**src/cpuPkg.sv**
```systemverilog
package cpuPkg;

	localparam int XLEN = 32;
	localparam int REG_ID_W = 5;
	localparam logic [XLEN-1:0] PC_RESET = 32'h0000_0000;
	localparam int ROM_DEPTH = 256;
	localparam int ROM_AW = $clog2(ROM_DEPTH);
	localparam int RAM_DEPTH = 1024;
	localparam int RAM_AW = $clog2(RAM_DEPTH);

	// addi x0, x0, 0 and the halt encoding
	localparam logic [XLEN-1:0] NOP_INST = 32'h0000_0013;
	localparam logic [XLEN-1:0] EBREAK_INST = 32'h0010_0073;

	typedef enum logic [6:0] {
		OPC_LOAD   = 7'b0000011,
		OPC_OPIMM  = 7'b0010011,
		OPC_AUIPC  = 7'b0010111,
		OPC_STORE  = 7'b0100011,
		OPC_OP     = 7'b0110011,
		OPC_LUI    = 7'b0110111,
		OPC_BRANCH = 7'b1100011,
		OPC_JALR   = 7'b1100111,
		OPC_JAL    = 7'b1101111,
		OPC_SYSTEM = 7'b1110011
	} opcodeE;

	typedef enum logic [3:0] {
		ALU_ADD, ALU_SUB, ALU_SLL, ALU_SLT, ALU_SLTU, ALU_XOR,
		ALU_SRL, ALU_SRA, ALU_OR, ALU_AND, ALU_PASSB
	} aluOpE;

	typedef enum logic [3:0] {
		BR_NONE, BR_EQ, BR_NE, BR_LT, BR_GE, BR_LTU, BR_GEU, BR_JAL, BR_JALR
	} brOpE;

	// encoding follows funct3[1:0] of loads and stores
	typedef enum logic [1:0] {
		MEM_BYTE = 2'b00,
		MEM_HALF = 2'b01,
		MEM_WORD = 2'b10
	} memSizeE;

	typedef struct packed {
		aluOpE aluOp;
		brOpE brOp;
		memSizeE memSize;
		logic useImm;
		logic usePcA;
		logic regWen;
		logic memRen;
		logic memWen;
		logic memUnsigned;
		logic isLink;
		logic isHalt;
	} ctrlT;

	typedef struct packed {
		logic valid;
		logic [XLEN-1:0] pc;
		logic [REG_ID_W-1:0] rd;
		logic [REG_ID_W-1:0] rs1;
		logic [REG_ID_W-1:0] rs2;
		logic [XLEN-1:0] opA;
		logic [XLEN-1:0] opB;
		logic [XLEN-1:0] imm;
		logic [XLEN-1:0] result;
		ctrlT ctrl;
	} stageT;

	typedef struct packed {
		logic valid;
		logic [XLEN-1:0] pc;
		logic [REG_ID_W-1:0] rd;
		logic wen;
		logic [XLEN-1:0] wdata;
	} retireT;

endpackage
```
**src/forwardUnit.sv**
```systemverilog
`timescale 1ns/1ps

module forwardUnit import cpuPkg::*; (
	input logic [REG_ID_W-1:0] rs1,
	input logic [REG_ID_W-1:0] rs2,
	input logic [XLEN-1:0] rfData1,
	input logic [XLEN-1:0] rfData2,
	input stageT exStage,
	input stageT memStage,
	input stageT wbStage,
	input logic [XLEN-1:0] memLoadData,
	output logic [XLEN-1:0] opA,
	output logic [XLEN-1:0] opB
);

	logic [XLEN-1:0] memValue;

	// a stage only forwards if it really writes a nonzero register
	function automatic logic hit(input stageT s, input logic [REG_ID_W-1:0] idx);
		return s.valid && s.ctrl.regWen && s.rd != '0 && s.rd == idx;
	endfunction

	assign memValue = memStage.ctrl.memRen ? memLoadData : memStage.result;

	// youngest producer wins
	always_comb begin
		if (hit(exStage, rs1)) opA = exStage.result;
		else if (hit(memStage, rs1)) opA = memValue;
		else if (hit(wbStage, rs1)) opA = wbStage.result;
		else opA = rfData1;

		if (hit(exStage, rs2)) opB = exStage.result;
		else if (hit(memStage, rs2)) opB = memValue;
		else if (hit(wbStage, rs2)) opB = wbStage.result;
		else opB = rfData2;
	end

endmodule

```
**config.mk**
```make
export PLATFORM = sky130hd
export DESIGN_NAME = forwardUnit
export DESIGN_NICKNAME = d
export VERILOG_FILES = /design/src/cpuPkg.sv /design/src/forwardUnit.sv
export SDC_FILE = /design/constraint.sdc
export NUM_CORES = 1
export LEC_CHECK = 0
export BUFFER_PORTS_ARGS = -buffer_cell sky130_fd_sc_hd__buf_2
export CORE_AREA = 3 3 295 297
export DETAILED_ROUTE_END_ITERATION = 16
export DIE_AREA = 0 0 298 300
export PLACE_DENSITY_LB_ADDON = 0.3
export SYNTH_ARGS = -nofsm -noshare
export SYNTH_HDL_FRONTEND = slang
export SYNTH_SLANG_ARGS = --single-unit
```
**constraint.sdc**
```tcl
create_clock -name vclk -period 3.61
set_input_delay 0.1805 -clock vclk [all_inputs]
set_output_delay 0.1805 -clock vclk [all_outputs]
set_load 0.05 [all_outputs]
```
==> impl.org <==
** Outcome
- Outcome :: finished, final reports clean

** STA
- Max Slew Vio Count :: 0
- The number of endpoints with negative hold slack in the final report was 0.
- Setup total negative slack on the finished layout was measured at 0 ps.
- RSZ-0062 raised after global routing :: false
- Setup violations remaining at the end of the flow were counted as 0.
- At the pin with the least slew margin, the transition time is roughly 650 ps.
- The worst path meets setup with around 970 ps of slack.
- In the finished design, the share of the clock period the worst path needs comes to 0.731.
- Static timing analysis puts the maximum clock frequency at approximately 0.38 GHz.
- Max-slew headroom at the worst pin :: 0.568
- Min cycle time layout :: ~2600 ps

** Drt
- Final ANT Viol Nets :: 0
- Via Count :: between 4,000 and 5,000
- The first detailed-routing pass took 4 iterations.
- Via density per instance :: about 2.5
- Summed over all layers, the routed wires come to 30.5 mm.
- The detailed router finished its first iteration with approximately 220 violations.
- In the final routed layout, each cell accounts on average for roughly 17 um.
- DRC violations left :: 0

** Floorplan
- After floorplanning, the core was sized to cover approximately 85,000 sq um.
- For this configuration, the core starts out at a cell density of 0.0375.
- From bottom edge to top edge, the die measures 300 um.
- In this run the count of I/O pins placed on the die edge is ~750.
- The die covers around 89,000 sq um.
- # rows :: around 110
- From left edge to right edge, the die measures 298 um.

** CTS
- In this run, post-CTS hold repair placed 0 buffers.
- # resized after CTS :: 0
- Buffers added to address setup during post-CTS repair amount to 0.

** GRT
- The first global-routing pass estimated 40.7 mm of wire.
- After global routing the overflow that remains totals 0.
- All-Layer GR Usage :: 0.0648
- The via count of the first global-routing pass came to slightly below 5,000.
- Pin count of the biggest net entering global routing :: 35
- Initial antenna violation count :: 25

** Min path
- The tightest min-delay check is of the input port to output pin type.

** Synthesis
- Synth cell types :: 37
- Summing every instance area after synthesis gives approximately 3200 sq um.
- Synthesis handed over a netlist of 435 instances.
- Synthesized area per cell :: approximately 7.3 sq um
- Post-synth top area cell :: o31ai_2
- Cell types with the largest area share after synthesis :: o31ai_2 12%, mux2_2 11%, a221oi_1 11%, a221oi_2 8.0%, nand2_1 7.3%
- For this run, the number of Yosys warnings is 0.
- Sequential element share of the synthesized area :: 0
- Post-synth top area share :: 0.118
- The number of nets handed over by synthesis was roughly 1,100.

** Cells and area
- Area growth syn-to-layout :: 88.5%
- Of the cells placed in the final design, the portion with a size suffix greater than 1 is 0.597.
- In the final layout, the multi-input gates occupy ~2900 sq um.
- The sequential cells in the finished layout cover a total of 0 sq um.
- Sequential cell count :: 0
- In the layout the commonest cells are 288 x buf_2, 62 x nand2_1, 44 x nor2_1.
- The library cell used most frequently in the layout, excluding fill and tap cells, is buf_2.
- Count of fill cells added during filler insertion :: 10,100
- For this run, the post-layout net count is between 1,000 and 1,500.
- After layout, the clock buffer instance count stands at 0.

** Worst setup path
- STA classifies the critical path startpoint as an input port.
- Number of buffers and inverters on the critical path :: 3
- Critical-path cell list :: buf_2 -> or4_4 -> o211ai_4 -> or4_2 -> buf_12 -> o21ai_0 -> o21ai_1 -> buf_2
- CP max FO :: 21
- Setup crit end kind :: output pin
- Dominant delay contributor by cell family on the critical path :: simple AND/OR/NAND/NOR gates
- Category of the most critical setup path :: input port to output pin
- The largest individual stage delay along the critical path comes from the cell or4_4.
- Data on the critical path is required at its endpoint by 3430 ps.
- The largest single stage delay on the critical path is roughly 540 ps.
- Most numerous cell on the critical path :: buf_2
- At the worst endpoint, the arrival time is about 2500 ps.

** Place
- Number of I/O port buffers :: 288
- Detailed placement ended at an HPWL of between 20 and 30 mm.
- Prior to clock tree synthesis, the placed netlist has a worst setup slack of approximately 890 ps.
- Weighted congestion at the end of routability-driven global placement :: roughly 0.75

** Job
- The tool flagged a number of max-cap violations equal to 0.

** Pwr
- Static Leak :: 2.22 nW
- IR analysis of the VDD net gives a maximum drop of between 0.05 and 0.06 mV.
- For this design the ratio of total power to cell area is 112 nW/um^2.
synth_stat cells, types with 2 or more instances:
cell and n:
a221oi_1 39, buf_6 10, o21ai_0 24, o31ai_1 2, or4_1 4, a211oi_2 6
xor2_1 10, nor3_2 6, a22oi_1 8, o31ai_2 30, o21ai_1 24, nor2_1 46
and3_1 33, nand2_1 62, nand4_1 3, buf_2 9, xnor2_1 18, and2_1 3
clkbuf_1 21, or3b_1 2, buf_1 3, mux2_2 32, nor4_1 2, buf_4 6
a221oi_2 17, nor3_1 3, a211oi_1 2
report_power, final:
part           switching (W)    internal (W)
clock network              0  0.000000000183
logic               0.000427        0.000247
registers                  0               0
path summary, 6_finish.rpt:
kind           from      end  slack (ps)  depth (start not counted)
min     exStage[36]  opB[18]         760                          4
max   memStage[157]  opB[30]         970                          8
per-layer routing:
layer	vias to the layer above	share of wire	GRT usage
met1	2128	0.47	0.0884
met3	36	0.13	0.0331
li1	2205	-	-
met5	-	0.0026	0
met4	14	0.0061	0.00363
met2	288	0.39	0.0947
metrics by stage:
stage / hold slack, ps / std cells / util / cell area (sq um) / total power (W)
6_report: 761 / 1843 / 0.0707 / 6000 / 0.000674
3_5_place_dp: 763 / 1836 / 0.0705 / 5990 / 0.000683
5_1_grt: 781 / 1837 / 0.0706 / 5990 / 0.000725
3_3_place_gp: 763 / 1836 / 0.0705 / 5990 / 0.000683
2_1_floorplan: 597 / 435 / - / 3190 / 0.000395
4_1_cts: 763 / 1836 / 0.0705 / 5990 / 0.000685
cell type report:
cell class	count	area share
antenna	7	0.00292
tap	1144	0.238
multi-input combinational	384	0.483
timing repair buffer	308	0.276
kinds of logic after synthesis:
kind of cell,synth area share
compound gates,0.443
xor+xnor,0.0770
buf+inv,0.0998
mux,0.113
simple gates,0.267
No activity file was read; power rests on OpenSTA's default activity.
