## src/cpuPkg.sv

```systemverilog
package cpuPkg;

	localparam int XLEN = 32;
	localparam int REG_ID_W = 5;
	localparam logic [XLEN-1:0] PC_RESET = 32'h0000_0000;
	localparam int ROM_DEPTH = 256;
	localparam int ROM_AW = $clog2(ROM_DEPTH);
	localparam int RAM_DEPTH = 1024;
	localparam int RAM_AW = $clog2(RAM_DEPTH);

	// addi x0, x0, 0 and the halt encoding
	localparam logic [XLEN-1:0] NOP_INST = 32'h0000_0013;
	localparam logic [XLEN-1:0] EBREAK_INST = 32'h0010_0073;

	typedef enum logic [6:0] {
		OPC_LOAD   = 7'b0000011,
		OPC_OPIMM  = 7'b0010011,
		OPC_AUIPC  = 7'b0010111,
		OPC_STORE  = 7'b0100011,
		OPC_OP     = 7'b0110011,
		OPC_LUI    = 7'b0110111,
		OPC_BRANCH = 7'b1100011,
		OPC_JALR   = 7'b1100111,
		OPC_JAL    = 7'b1101111,
		OPC_SYSTEM = 7'b1110011
	} opcodeE;

	typedef enum logic [3:0] {
		ALU_ADD, ALU_SUB, ALU_SLL, ALU_SLT, ALU_SLTU, ALU_XOR,
		ALU_SRL, ALU_SRA, ALU_OR, ALU_AND, ALU_PASSB
	} aluOpE;

	typedef enum logic [3:0] {
		BR_NONE, BR_EQ, BR_NE, BR_LT, BR_GE, BR_LTU, BR_GEU, BR_JAL, BR_JALR
	} brOpE;

	// encoding follows funct3[1:0] of loads and stores
	typedef enum logic [1:0] {
		MEM_BYTE = 2'b00,
		MEM_HALF = 2'b01,
		MEM_WORD = 2'b10
	} memSizeE;

	typedef struct packed {
		aluOpE aluOp;
		brOpE brOp;
		memSizeE memSize;
		logic useImm;
		logic usePcA;
		logic regWen;
		logic memRen;
		logic memWen;
		logic memUnsigned;
		logic isLink;
		logic isHalt;
	} ctrlT;

	typedef struct packed {
		logic valid;
		logic [XLEN-1:0] pc;
		logic [REG_ID_W-1:0] rd;
		logic [REG_ID_W-1:0] rs1;
		logic [REG_ID_W-1:0] rs2;
		logic [XLEN-1:0] opA;
		logic [XLEN-1:0] opB;
		logic [XLEN-1:0] imm;
		logic [XLEN-1:0] result;
		ctrlT ctrl;
	} stageT;

	typedef struct packed {
		logic valid;
		logic [XLEN-1:0] pc;
		logic [REG_ID_W-1:0] rd;
		logic wen;
		logic [XLEN-1:0] wdata;
	} retireT;

endpackage
```

## src/regFile.sv

```systemverilog
`timescale 1ns/1ps

module regFile import cpuPkg::*; (
	input logic clk,
	input logic [REG_ID_W-1:0] rs1,
	input logic [REG_ID_W-1:0] rs2,
	input logic [REG_ID_W-1:0] rd,
	input logic wen,
	input logic [XLEN-1:0] wdata,
	output logic [XLEN-1:0] rdata1,
	output logic [XLEN-1:0] rdata2
);

	logic [XLEN-1:0] regs [32];

	always_ff @(posedge clk) begin
		if (wen && rd != '0) begin
			regs[rd] <= wdata;
		end
	end

	// same-cycle write goes straight through to the read ports
	always_comb begin
		if (rs1 == '0) rdata1 = '0;
		else if (wen && rd == rs1) rdata1 = wdata;
		else rdata1 = regs[rs1];
		if (rs2 == '0) rdata2 = '0;
		else if (wen && rd == rs2) rdata2 = wdata;
		else rdata2 = regs[rs2];
	end

endmodule

```

## config.mk

```make
export PLATFORM = sky130hd
export DESIGN_NAME = regFile
export DESIGN_NICKNAME = d
export VERILOG_FILES = /design/src/cpuPkg.sv /design/src/regFile.sv
export SDC_FILE = /design/constraint.sdc
export NUM_CORES = 1
export LEC_CHECK = 0
export BUFFER_PORTS_ARGS = -buffer_cell sky130_fd_sc_hd__buf_2
export CAP_MARGIN = 20
export CELL_PAD_IN_SITES_DETAIL_PLACEMENT = 1
export CELL_PAD_IN_SITES_GLOBAL_PLACEMENT = 1
export CORE_ASPECT_RATIO = 1.75
export CORE_MARGIN = 1
export CORE_UTILIZATION = 48
export DETAILED_ROUTE_END_ITERATION = 10
export MAX_ROUTING_LAYER = met4
export PLACE_DENSITY_LB_ADDON = 0.12
export SYNTH_ARGS = -nofsm -noshare
export SYNTH_HDL_FRONTEND = slang
export SYNTH_SLANG_ARGS = --single-unit
```

## constraint.sdc

```tcl
create_clock -name clk -period 2.5 [get_ports clk]
set_input_delay 0.125 -clock clk [delete_from_list [all_inputs] [get_ports clk]]
set_output_delay 0.125 -clock clk [all_outputs]
set_load 0.01 [all_outputs]
```

==> impl_metrics.py <==
metrics = {
    "yosys": {
        "synth-seq-cells": 1024,
        "synth_top_family_by_area": "multiplexers",
        "seq_area_frac_synth_pct": 64.24,
        "post_synth_xor_area_fraction_pct": 0.1830,
        "yosysMostFrequentCell": "edfxtp_1",
        "synth_common_cells": "edfxtp_1, mux4_2, mux2i_1",
        "synth_compound_area_share_pct": 6.440,
        "synthAdderAreaFrac_pct": 0,
        "ys_async_sr_fraction_pct": 0,
        "netlist.top_cell.by_area": "edfxtp_1",
        "synth_cells": 2520,
        "synth_area_per_cell_um2": 19.00,
        "yosys-top-cells-area": "edfxtp_1, mux4_2, mux2i_1",
        "synthFlopType": "edfxtp_1",
        "synthMuxAreaShare_pct": 24.72,
        "synth_edf_count": 1024,
        "synthSimpleGateAreaFrac_pct": 1.986,
        "netlist_area_mm2": 0.04787,
        "synth_warnings": 0,
        "synth.top_cell.area_share_pct": 64.24,
        "ys_types": 53,
    },
    "final_layout": {
        "multi_input_area_mm2": 0.01780,
        "top_regs": "regs x1024",
        "final_cell_area_mm2": 0.05819,
        "seq_area_mm2": 0.03075,
        "fin_nets": 2963,
        "largest_register_ffs": 1024,
        "area_growth_syn_to_layout_pct": 21.56,
        "largest-register": "regs",
        "layout-drive-gt1-share_pct": 42.29,
        "fill_cells": 8578,
        "fin_util_pct": 59.07,
    },
    "run": {
        "max_cap_viol_count": 0,
    },
    "sta": {
        "relSlewSlack_pct": 42.68,
        "finalWorstSetupSlack_ns": -0.3450,
        "max_freq_mhz": 351.5,
        "fin_crit_sh_pct": 113.8,
        "period_minus_slack_ns": 2.845,
        "setup_viol": 35,
        "holdWs_ns": 0.2627,
        "grt_setup_unrepaired": "true",
        "tightest_slew_ns": 0.8597,
        "hold_viol_final": 0,
        "finalMaxSlewViolations": 0,
    },
    "floorplan": {
        "dieArea_mm2": 0.1010,
        "die_w_um": 240.7,
        "die_h_um": 419.8,
        "ios": 113,
        "initial_core_util_pct": 48.59,
        "core_area_mm2": 0.09851,
        "fp-row-count": 152,
    },
    "critical_path": {
        "critPathRequiredTime_ns": 2.38,
        "crit_arrival_ns": 2.72,
        "path_class": "reg -> out",
        "path_max_fanout": 2,
        "startpoint_type": "flop",
        "setup.worst_path.end_class": "output port",
    },
    "placed_design": {
        "placed_area_mm2": 0.05267,
        "globalplace.congestion": 0.8746,
        "place_hpwl_um": 110900,
        "io_buffers": 112,
    },
    "status": {
        "violations": "setup timing",
        "status": "finished with violations",
    },
    "route": {
        "detail_route.first_pass.iterations": 7,
        "via_count": 30691,
        "wl_um": 180800,
        "ant_nets": 0,
        "via_per_inst": 7.113,
        "drc": 0,
        "wire_per_inst_um": 41.90,
        "drtIter0Drc": 3469,
    },
    "pwr": {
        "p_leak_nw": 19.22,
        "peakVddDrop_uv": 677.5,
        "p_per_area_mw_per_mm2": 686.5,
    },
    "clock_network": {
        "htree_levels": 3,
        "numCtsBuffers": 95,
        "cts_tree": "built",
        "path_clk_slew_ns": 0.06,
        "clockBufferDepth": 3,
        "clockRootBuffer": "clkbuf_16",
        "cts.sinks": 1024,
    },
    "global_route": {
        "first_global_vias": 32500,
        "grt_pass1_wl_um": 249400,
        "antenna_found_initial": 11,
        "grt_start_max_net_pins": 49,
        "overflow": 0,
        "grt_use_total_pct": 37.48,
    },
    "hold_path": {
        "hp-class": "in -> reg",
    },
}
-- cell families after synthesis --
family / Yosys count
buf+inv: 211
other cells: 1
xor+xnor: 10
flops: 1024
simple gates: 202
mux: 657
compound gates: 415
-- critical path, stage by stage, from the launching register on --
cell,delay [ns]
edfxtp_1,0.39
mux4_2,0.48
mux2_4,0.31
a221oi_4,0.31
a2111oi_2,0.07
a21o_1,0.26
buf_2,0.17
-- routing by layer --
layer  vias up  wire [µm]  global-route usage [%]
li1      11690          -                       -
met1     16551      63220                   44.14
met2      1871      89910                   60.16
met3       579      15140                   6.451
met4         0      12540                   22.76
met5         -          0                       -
-- area by class of cell --
type / count / area share [%]
flip-flops and latches: 1024 / 52.84
multi-input cells: 1316 / 30.58
repair buffers: 475 / 7.868
clock buffers: 108 / 4.206
well taps: 1309 / 2.815
inverters: 2 / 0.01290
clock inverters: 71 / 1.628
diodes: 10 / 0.04300
-- cells in the final DEF, fill, tap and decap left out, drive strengths merged, types with 11 or more instances in the layout --
cell type / count
o31ai: 11
conb: 32
nor2b: 17
o21ai: 38
o221ai: 30
a22oi: 81
buf: 443
nand2: 58
a211oi: 19
edfxtp: 1024
a22o: 48
a2111oi: 26
clkbuf: 108
dlygate4sd3: 32
bufinv: 21
mux2i: 210
o22ai: 41
mux2: 30
mux4: 417
a21oi: 41
a221oi: 28
nor2: 74
a21o: 13
clkinv: 41
-- what timing repair did --
action / CTS / global route
pin swaps: 112 / 59
hold endpoints to repair: 999 / 0
endpoints found under the setup margin: 59 / 59
setup buffers: 27 / 22
gates resized for setup: 275 / 54
hold buffers: 32 / 0
-- worst paths after layout --
kind                          from     endpoint  slack, ns  cells after the start
worst max-delay path  regs[27][19]   rdata1[19]      -0.34                      6
worst min-delay path      wdata[3]  regs[24][3]       0.26                      2
-- where the power goes --
group	switching [mW]	leakage [nW]	total, mW	internal, mW
Clock	6.85	1.64	16.1	9.26
Sequential	0.117	9.25	19.3	19.1
Combinational	2.65	8.33	4.58	1.93
-- stage by stage --
step	setup WS (ns)	cells	power, mW	TNS [ns]
6_report	-0.3450	4315	39.95	-5.040
5_1_grt	-0.3608	4314	40.73	-7.220
4_1_cts	-0.3728	4286	39.94	-6.359
3_5_place_dp	-0.2231	4067	23.66	-1.421
3_3_place_gp	-0.5570	4066	23.56	-1.601
2_1_floorplan	-0.2023	2551	21.70	-44.38
Note: power is estimated with default switching activity, not from simulation.
