===== config.mk =====
export PLATFORM = sky130hd
export DESIGN_NAME = alu
export DESIGN_NICKNAME = d
export VERILOG_FILES = /design/src/cpuPkg.sv /design/src/alu.sv
export SDC_FILE = /design/constraint.sdc
export NUM_CORES = 1
export LEC_CHECK = 0
export ABC_CLOCK_PERIOD_IN_PS = 10600
export BUFFER_PORTS_ARGS = -buffer_cell sky130_fd_sc_hd__buf_2
export CAP_MARGIN = 20
export CELL_PAD_IN_SITES_DETAIL_PLACEMENT = 0
export CELL_PAD_IN_SITES_GLOBAL_PLACEMENT = 1
export CORE_MARGIN = 8
export CORE_UTILIZATION = 48
export DETAILED_ROUTE_END_ITERATION = 16
export PLACE_DENSITY_LB_ADDON = 0.12
export SLEW_MARGIN = 25
export SYNTH_ARGS = -nofsm -noshare
export SYNTH_HDL_FRONTEND = slang
export SYNTH_SLANG_ARGS = --single-unit

===== constraint.sdc =====
create_clock -name vclk -period 10.6
set_input_delay 0.53 -clock vclk [all_inputs]
set_output_delay 0.53 -clock vclk [all_outputs]
set_load 0.1 [all_outputs]

===== src/cpuPkg.sv =====
package cpuPkg;

	localparam int XLEN = 32;
	localparam int REG_ID_W = 5;
	localparam logic [XLEN-1:0] PC_RESET = 32'h0000_0000;
	localparam int ROM_DEPTH = 256;
	localparam int ROM_AW = $clog2(ROM_DEPTH);
	localparam int RAM_DEPTH = 1024;
	localparam int RAM_AW = $clog2(RAM_DEPTH);

	// addi x0, x0, 0 and the halt encoding
	localparam logic [XLEN-1:0] NOP_INST = 32'h0000_0013;
	localparam logic [XLEN-1:0] EBREAK_INST = 32'h0010_0073;

	typedef enum logic [6:0] {
		OPC_LOAD   = 7'b0000011,
		OPC_OPIMM  = 7'b0010011,
		OPC_AUIPC  = 7'b0010111,
		OPC_STORE  = 7'b0100011,
		OPC_OP     = 7'b0110011,
		OPC_LUI    = 7'b0110111,
		OPC_BRANCH = 7'b1100011,
		OPC_JALR   = 7'b1100111,
		OPC_JAL    = 7'b1101111,
		OPC_SYSTEM = 7'b1110011
	} opcodeE;

	typedef enum logic [3:0] {
		ALU_ADD, ALU_SUB, ALU_SLL, ALU_SLT, ALU_SLTU, ALU_XOR,
		ALU_SRL, ALU_SRA, ALU_OR, ALU_AND, ALU_PASSB
	} aluOpE;

	typedef enum logic [3:0] {
		BR_NONE, BR_EQ, BR_NE, BR_LT, BR_GE, BR_LTU, BR_GEU, BR_JAL, BR_JALR
	} brOpE;

	// encoding follows funct3[1:0] of loads and stores
	typedef enum logic [1:0] {
		MEM_BYTE = 2'b00,
		MEM_HALF = 2'b01,
		MEM_WORD = 2'b10
	} memSizeE;

	typedef struct packed {
		aluOpE aluOp;
		brOpE brOp;
		memSizeE memSize;
		logic useImm;
		logic usePcA;
		logic regWen;
		logic memRen;
		logic memWen;
		logic memUnsigned;
		logic isLink;
		logic isHalt;
	} ctrlT;

	typedef struct packed {
		logic valid;
		logic [XLEN-1:0] pc;
		logic [REG_ID_W-1:0] rd;
		logic [REG_ID_W-1:0] rs1;
		logic [REG_ID_W-1:0] rs2;
		logic [XLEN-1:0] opA;
		logic [XLEN-1:0] opB;
		logic [XLEN-1:0] imm;
		logic [XLEN-1:0] result;
		ctrlT ctrl;
	} stageT;

	typedef struct packed {
		logic valid;
		logic [XLEN-1:0] pc;
		logic [REG_ID_W-1:0] rd;
		logic wen;
		logic [XLEN-1:0] wdata;
	} retireT;

endpackage

===== src/alu.sv =====
`timescale 1ns/1ps

module alu import cpuPkg::*; (
	input logic [XLEN-1:0] a,
	input logic [XLEN-1:0] b,
	input aluOpE op,
	input brOpE brOp,
	output logic [XLEN-1:0] result,
	output logic taken
);

	logic [4:0] shamt;

	assign shamt = b[4:0];

	always_comb begin
		unique case (op)
			ALU_SUB: result = a - b;
			ALU_SLL: result = a << shamt;
			ALU_SLT: result = {{(XLEN-1){1'b0}}, $signed(a) < $signed(b)};
			ALU_SLTU: result = {{(XLEN-1){1'b0}}, a < b};
			ALU_XOR: result = a ^ b;
			ALU_SRL: result = a >> shamt;
			ALU_SRA: result = $unsigned($signed(a) >>> shamt);
			ALU_OR: result = a | b;
			ALU_AND: result = a & b;
			ALU_PASSB: result = b;
			default: result = a + b;
		endcase
	end

	// comparator works on the raw register operands
	always_comb begin
		unique case (brOp)
			BR_EQ: taken = (a == b);
			BR_NE: taken = (a != b);
			BR_LT: taken = ($signed(a) < $signed(b));
			BR_GE: taken = ($signed(a) >= $signed(b));
			BR_LTU: taken = (a < b);
			BR_GEU: taken = (a >= b);
			BR_JAL, BR_JALR: taken = 1'b1;
			default: taken = 1'b0;
		endcase
	end

endmodule


==> results of run 1 <==
[routing by layer]
metal | part of all wire (%) | global-route usage (%)
met5 | 0.064 | 0
met3 | 11 | 5.44
met1 | 43 | 48.2
met4 | 2.8 | 8.82
met2 | 43 | 53.0
[cells in the mapped netlist, types with 7 or more instances]
cell | count | area [um2]
nor2_1 | 164 | 616
nand2_1 | 135 | 507
a21oi_1 | 133 | 666
ha_1 | 97 | 1210
inv_1 | 89 | 334
clkbuf_1 | 67 | 251
o21ai_0 | 62 | 310
mux2i_1 | 54 | 541
a211oi_1 | 35 | 263
o211ai_1 | 35 | 263
nor3_1 | 29 | 145
a22oi_1 | 26 | 195
o21ai_1 | 26 | 130
mux4_2 | 23 | 518
nand3_1 | 23 | 115
a21o_1 | 21 | 158
buf_1 | 19 | 71.3
a221oi_1 | 18 | 158
nor2b_1 | 17 | 106
o22ai_1 | 17 | 106
nand2b_1 | 16 | 100
mux2_2 | 14 | 158
a31oi_1 | 13 | 81.3
and2_1 | 12 | 75.1
buf_2 | 12 | 60.1
o21bai_1 | 12 | 90.1
o31ai_1 | 12 | 90.1
a211o_1 | 11 | 96.3
or3_1 | 11 | 68.8
nor4_1 | 10 | 62.6
nand4_1 | 9 | 56.3
o221ai_1 | 9 | 78.8
a221o_1 | 8 | 80.1
o2111ai_1 | 8 | 70.1
a311oi_1 | 7 | 61.3
and3_1 | 7 | 43.8
inv_2 | 7 | 26.3
[cell type report]
class                           instances  area share [%]
Inverter                               97            3.79
Timing Repair Buffer                  122            6.83
Tap cell                              234            3.05
Multi-Input combinational cell       1188            86.3
[power groups by stage]
stage,Sequential (mW),Combinational [mW],Clock (mW)
2_1_floorplan,0,0.525,0
3_3_place_gp,0,0.701,0
3_5_place_dp,0,0.699,0
4_1_cts,0,0.703,0
5_1_grt,0,0.759,0
6_report,0,0.719,0
[worst paths after layout]
check	end	slack, ps	cells past startpoint
hold / removal	taken	1750	4
setup / recovery	taken	4360	14
[through the flow]
| stage | total power, mW | setup slack [ps] | area (um2) |
|---|---|---|---|
| finish | 0.719 | 4360 | 9600 |
| global route | 0.759 | 4160 | 9600 |
| CTS | 0.703 | 4540 | 9600 |
| detailed placement | 0.699 | 4580 | 9600 |
| global placement | 0.701 | 4700 | 9600 |
| floorplan | 0.525 | 4070 | 9130 |
[cell families (layout without fill, tap and decap cells)]
family | Yosys count | after routing
buf+inv | 206 | 219
mux | 97 | 97
xor+xnor | 5 | 5
simple gates | 471 | 471
fa+ha+maj | 99 | 99
compound gates | 516 | 516
==> flow_metrics.env, run 1 <==
export IMPL_crit_chain="buf_2 > buf_4 > clkinv_1 > ha_1 > nor3_2 > a2111o_1 > a221o_1 > a2111oi_4 > o211a_4 > o21ai_2 > and3b_1 > nor4_1 > a211o_1 > buf_2"
export IMPL_slew_headroom_pct=42.7
export IMPL_yosysUniqueCellTypes=92
export IMPL_path_buf_inv=4
export IMPL_p_int_uw=198
export IMPL_setup_tns_final_ps=0
export IMPL_ant_nets=0
export IMPL_finish_utilization_pct=51.3
export IMPL_worst_pin_slew_ps=859
export IMPL_irDropWorstVdd_mv=0.0729
export IMPL_drt_drc_violations_left=0
export IMPL_power_density_nw_per_um2=74.9
export IMPL_path_max_fanout=56
export IMPL_ys_warnings_count=0
export IMPL_fillCellCount=2022
export IMPL_crit_slowest_cell="ha_1"
export IMPL_synth_yosys_seq_area_share_pct=0
export IMPL_core_area_um2=18700
export IMPL_grt_usage_pct=34.2
export IMPL_end_kind="primary output"
export IMPL_placed_cells=1641
export IMPL_via_per_inst=6.93
export IMPL_hold_path_class="input port to primary output"
export IMPL_hold_ws_ps=1750
export IMPL_synth_top_family_by_area="compound AO/OA/AOI/OAI gates"
export IMPL_rsz0062_at_grt="no"
export IMPL_first_global_vias=10600
export IMPL_hold_buffers=0
export IMPL_finalNetCount=1580
export IMPL_die_y_um=154
export IMPL_setup_viol=0
export IMPL_synth_compound_area_share_pct=38.2
export IMPL_seq_power_share_pct=0
export IMPL_final_cells=1641
export IMPL_maxSlewViolCount=0
export IMPL_io_buffer_count=105
export IMPL_cpPeakStageDelay_ps=810
export IMPL_synth_xor_area_share_pct=0.480
export IMPL_num_io_pins=105
export IMPL_gr_total_overflow=0
export IMPL_post_cts_buffers=0
export IMPL_crit_top_cell="buf_2"
export IMPL_antenna_found_initial=2
export IMPL_num_vias=11400
export IMPL_synthCells=1394
export IMPL_fin_crit_ps=6240
export IMPL_wl_mm=42.3
export IMPL_path_delay_family="compound AO/OA/AOI/OAI gates"
export IMPL_combPwrFrac_pct=100.0
export IMPL_syn_avg_cell_area_um2=6.55
export IMPL_initial_core_util_pct=48.8
export IMPL_min_period_over_period_pct=58.9
export IMPL_maxCapViolCount=0
export IMPL_layout_common_cells="nor2_1, nand2_1, a21oi_1"
export IMPL_netSwitchingPower_uw=521
export IMPL_grt_start_max_net_pins=71
export IMPL_run_status="completed"
export IMPL_row_count=50
export IMPL_gp_congestion=1.05
export IMPL_nClkBuffers=0
export IMPL_grt_pass1_wl_mm=64.6
export IMPL_die_width_um=154
export IMPL_firstDrtPassIters=6
export IMPL_first_iter_violations=1369
export IMPL_path_class="input port to primary output"
export IMPL_critPathArrivalTime_ps=5710
export IMPL_layout_drive_gt1_share_pct=13.1
export IMPL_seq_area_um2=0
export IMPL_fmax_mhz=160
export IMPL_areaGrowthSynthToFinish_pct=5.12
export IMPL_layout_commonest_cell="nor2_1"
export IMPL_min_delay_start="brOp[3]"
export IMPL_flops_and_latches=0
export IMPL_synth_area_um2=9130
export IMPL_critPathLaunchType="input port"
export IMPL_fp_dieArea_um2=23700
export IMPL_finalHoldViolCount=0
export IMPL_synthSimpleGateAreaFrac_pct=24.2
export IMPL_drt_wirelength_per_cell_um=25.8
export IMPL_power_leakage_nw=4.23
export IMPL_p_clk_share_pct=0
export IMPL_antenna_cells=0
export IMPL_startpoint="b[4]"
export IMPL_ctsResizeCount=0
export IMPL_syn_nets=1565
export IMPL_multi_input_area_um2=8290
export IMPL_dp_hpwl_mm=33.0
export IMPL_switching_share_pct=72.5
export IMPL_synthMuxAreaShare_pct=14.1
export IMPL_synth_fa_ha_area_share_pct=13.7
export IMPL_cp_required_ps=10070
(Power assumes the default switching activity.)
==> inputs of run 2 (changes only) <==
- ABC_CLOCK_PERIOD_IN_PS: 10600 -> 5700
- CORE_UTILIZATION: 48 -> 40
- clock period: 10.6 -> 5.7 ns (I/O delays scaled with it)
==> run 2 against run 1 <==
  * Core utilization shrank 7.7 points
  * Critical path depth shrank 1
  * Global-route usage shrank 3.8 points
  * Non-clock buffer count grew 7
  * Final cell count grew 3.5%
  * Largest power group unchanged
  * Combinational power grew 92%
  * Count of clock-buffer cells in the layout is the same
  * Sequential cell count is the same
==> flow_metrics.env, run 2 (same netlist as run 1, synthesis figures left out) <==
export IMPL_fmax_mhz=218
export IMPL_worst_pin_slew_ps=1130
export IMPL_firstDrtPassIters=8
export IMPL_slew_headroom_pct=24.4
export IMPL_timing_final_ws_setup_ps=1110
export IMPL_maxCapViolCount=0
export IMPL_ant_nets=0
export IMPL_setup_viol=0
export IMPL_crit_chain="buf_4 > inv_2 > fa_1 > nand2b_1 > a21oi_1 > a31oi_1 > o311ai_1 > a221oi_1 > a211o_1 > o41ai_1 > mux2_2 > o22ai_1 > buf_12"
export IMPL_fp_dieArea_um2=27900
export IMPL_first_global_vias=10700
export IMPL_ctsResizeCount=0
export IMPL_initial_core_util_pct=40.6
export IMPL_drt_drc_violations_left=0
export IMPL_gp_congestion=1.00
export IMPL_die_y_um=167
export IMPL_dp_hpwl_mm=35.3
export IMPL_power_density_nw_per_um2=140
export IMPL_critPathArrivalTime_ps=4300
export IMPL_drt_wirelength_per_cell_um=26.4
export IMPL_die_width_um=167
export IMPL_gr_total_overflow=0
export IMPL_num_io_pins=105
export IMPL_antenna_cells=0
export IMPL_end_kind="primary output"
export IMPL_finalHoldViolCount=0
export IMPL_areaGrowthSynthToFinish_pct=7.37
export IMPL_path_delay_family="compound AO/OA/AOI/OAI gates"
export IMPL_nClkBuffers=0
export IMPL_maxSlewViolCount=0
export IMPL_startpoint="b[1]"
export IMPL_grt_start_max_net_pins=61
export IMPL_run_status="completed"
export IMPL_pre_cts_slack_ps=1110
export IMPL_layout_common_cells="nor2_1, nand2_1, a21oi_1"
export IMPL_min_period_over_period_pct=80.5
export IMPL_hold_buffers=0
export IMPL_post_cts_buffers=0
export IMPL_wl_mm=44.8
export IMPL_min_delay_start="brOp[3]"
export IMPL_io_buffer_count=105
export IMPL_crit_slowest_cell="o311ai_1"
export IMPL_grt_pass1_wl_mm=67.5
export IMPL_core_area_um2=22500
export IMPL_via_per_inst=6.77
export IMPL_seq_area_um2=0
export IMPL_row_count=55
export IMPL_finalNetCount=1587
export IMPL_setup_tns_final_ps=0
export IMPL_hold_path_class="input port to primary output"
export IMPL_cp_required_ps=5410
export IMPL_num_vias=11500
export IMPL_flops_and_latches=0
export IMPL_fin_crit_ps=4590
export IMPL_path_max_fanout=38
export IMPL_finish_utilization_pct=43.6
export IMPL_antenna_found_initial=1
export IMPL_layout_commonest_cell="nor2_1"
export IMPL_irDropWorstVdd_mv=0.165
export IMPL_cpPeakStageDelay_ps=490
export IMPL_grt_usage_pct=30.5
export IMPL_first_iter_violations=1654
export IMPL_rsz0062_at_grt="no"
export IMPL_power_leakage_nw=4.29
export IMPL_layout_drive_gt1_share_pct=13.6
export IMPL_path_buf_inv=3
export IMPL_critPathLaunchType="input port"
export IMPL_path_class="input port to primary output"
-- run 2: changes by cell type in the layout (fill, tap and decap cells not counted) --
cell       change
buf_2          -5
buf_4          +7
a211oi_1       -1
a21oi_2        -1
clkinv_1       -1
a2111oi_0      -1
a2111oi_1      +1
a211oi_2       +1
buf_12         +5
a21oi_4        +1
inv_2          +1
-- run 2: final timing paths --
check / cells after the start / slack, ps / to
worst max-delay path: 13 / 1110 / result[30]
worst min-delay path: 4 / 1170 / taken
-- run 2: per-stage QoR --
step | hold WS (ps) | total power, mW | area (um2) | instances
floorplan | 1170 | 0.978 | 9140 | 1394
global placement | 1170 | 1.35 | 9800 | 1699
detailed placement | 1170 | 1.34 | 9800 | 1699
CTS | 1170 | 1.35 | 9800 | 1699
global route | 1190 | 1.45 | 9800 | 1699
finish | 1170 | 1.38 | 9800 | 1699
-- run 2: area by class of cell --
class	count	area [um2]
multi-input cells	1188	8300
inverters	97	364
fillers	2492	12700
repair buffers	129	783
well taps	285	357
-- run 2: per-layer routing --
layer / track usage [%] / share of wire, % / wire (um) / vias up
met5: 0 / 0.022 / 10 / -
met4: 7.56 / 3.0 / 1340 / 2
met3: 4.51 / 9.8 / 4400 / 96
met2: 47.7 / 43 / 19400 / 640
met1: 42.9 / 44 / 19600 / 5520
li1: - / - / - / 5237
-- run 2: where the power goes --
group | total, mW | internal, mW | switching [mW]
clock network | 0 | 0 | 0
logic | 1.38 | 0.390 | 0.986
registers | 0 | 0 | 0
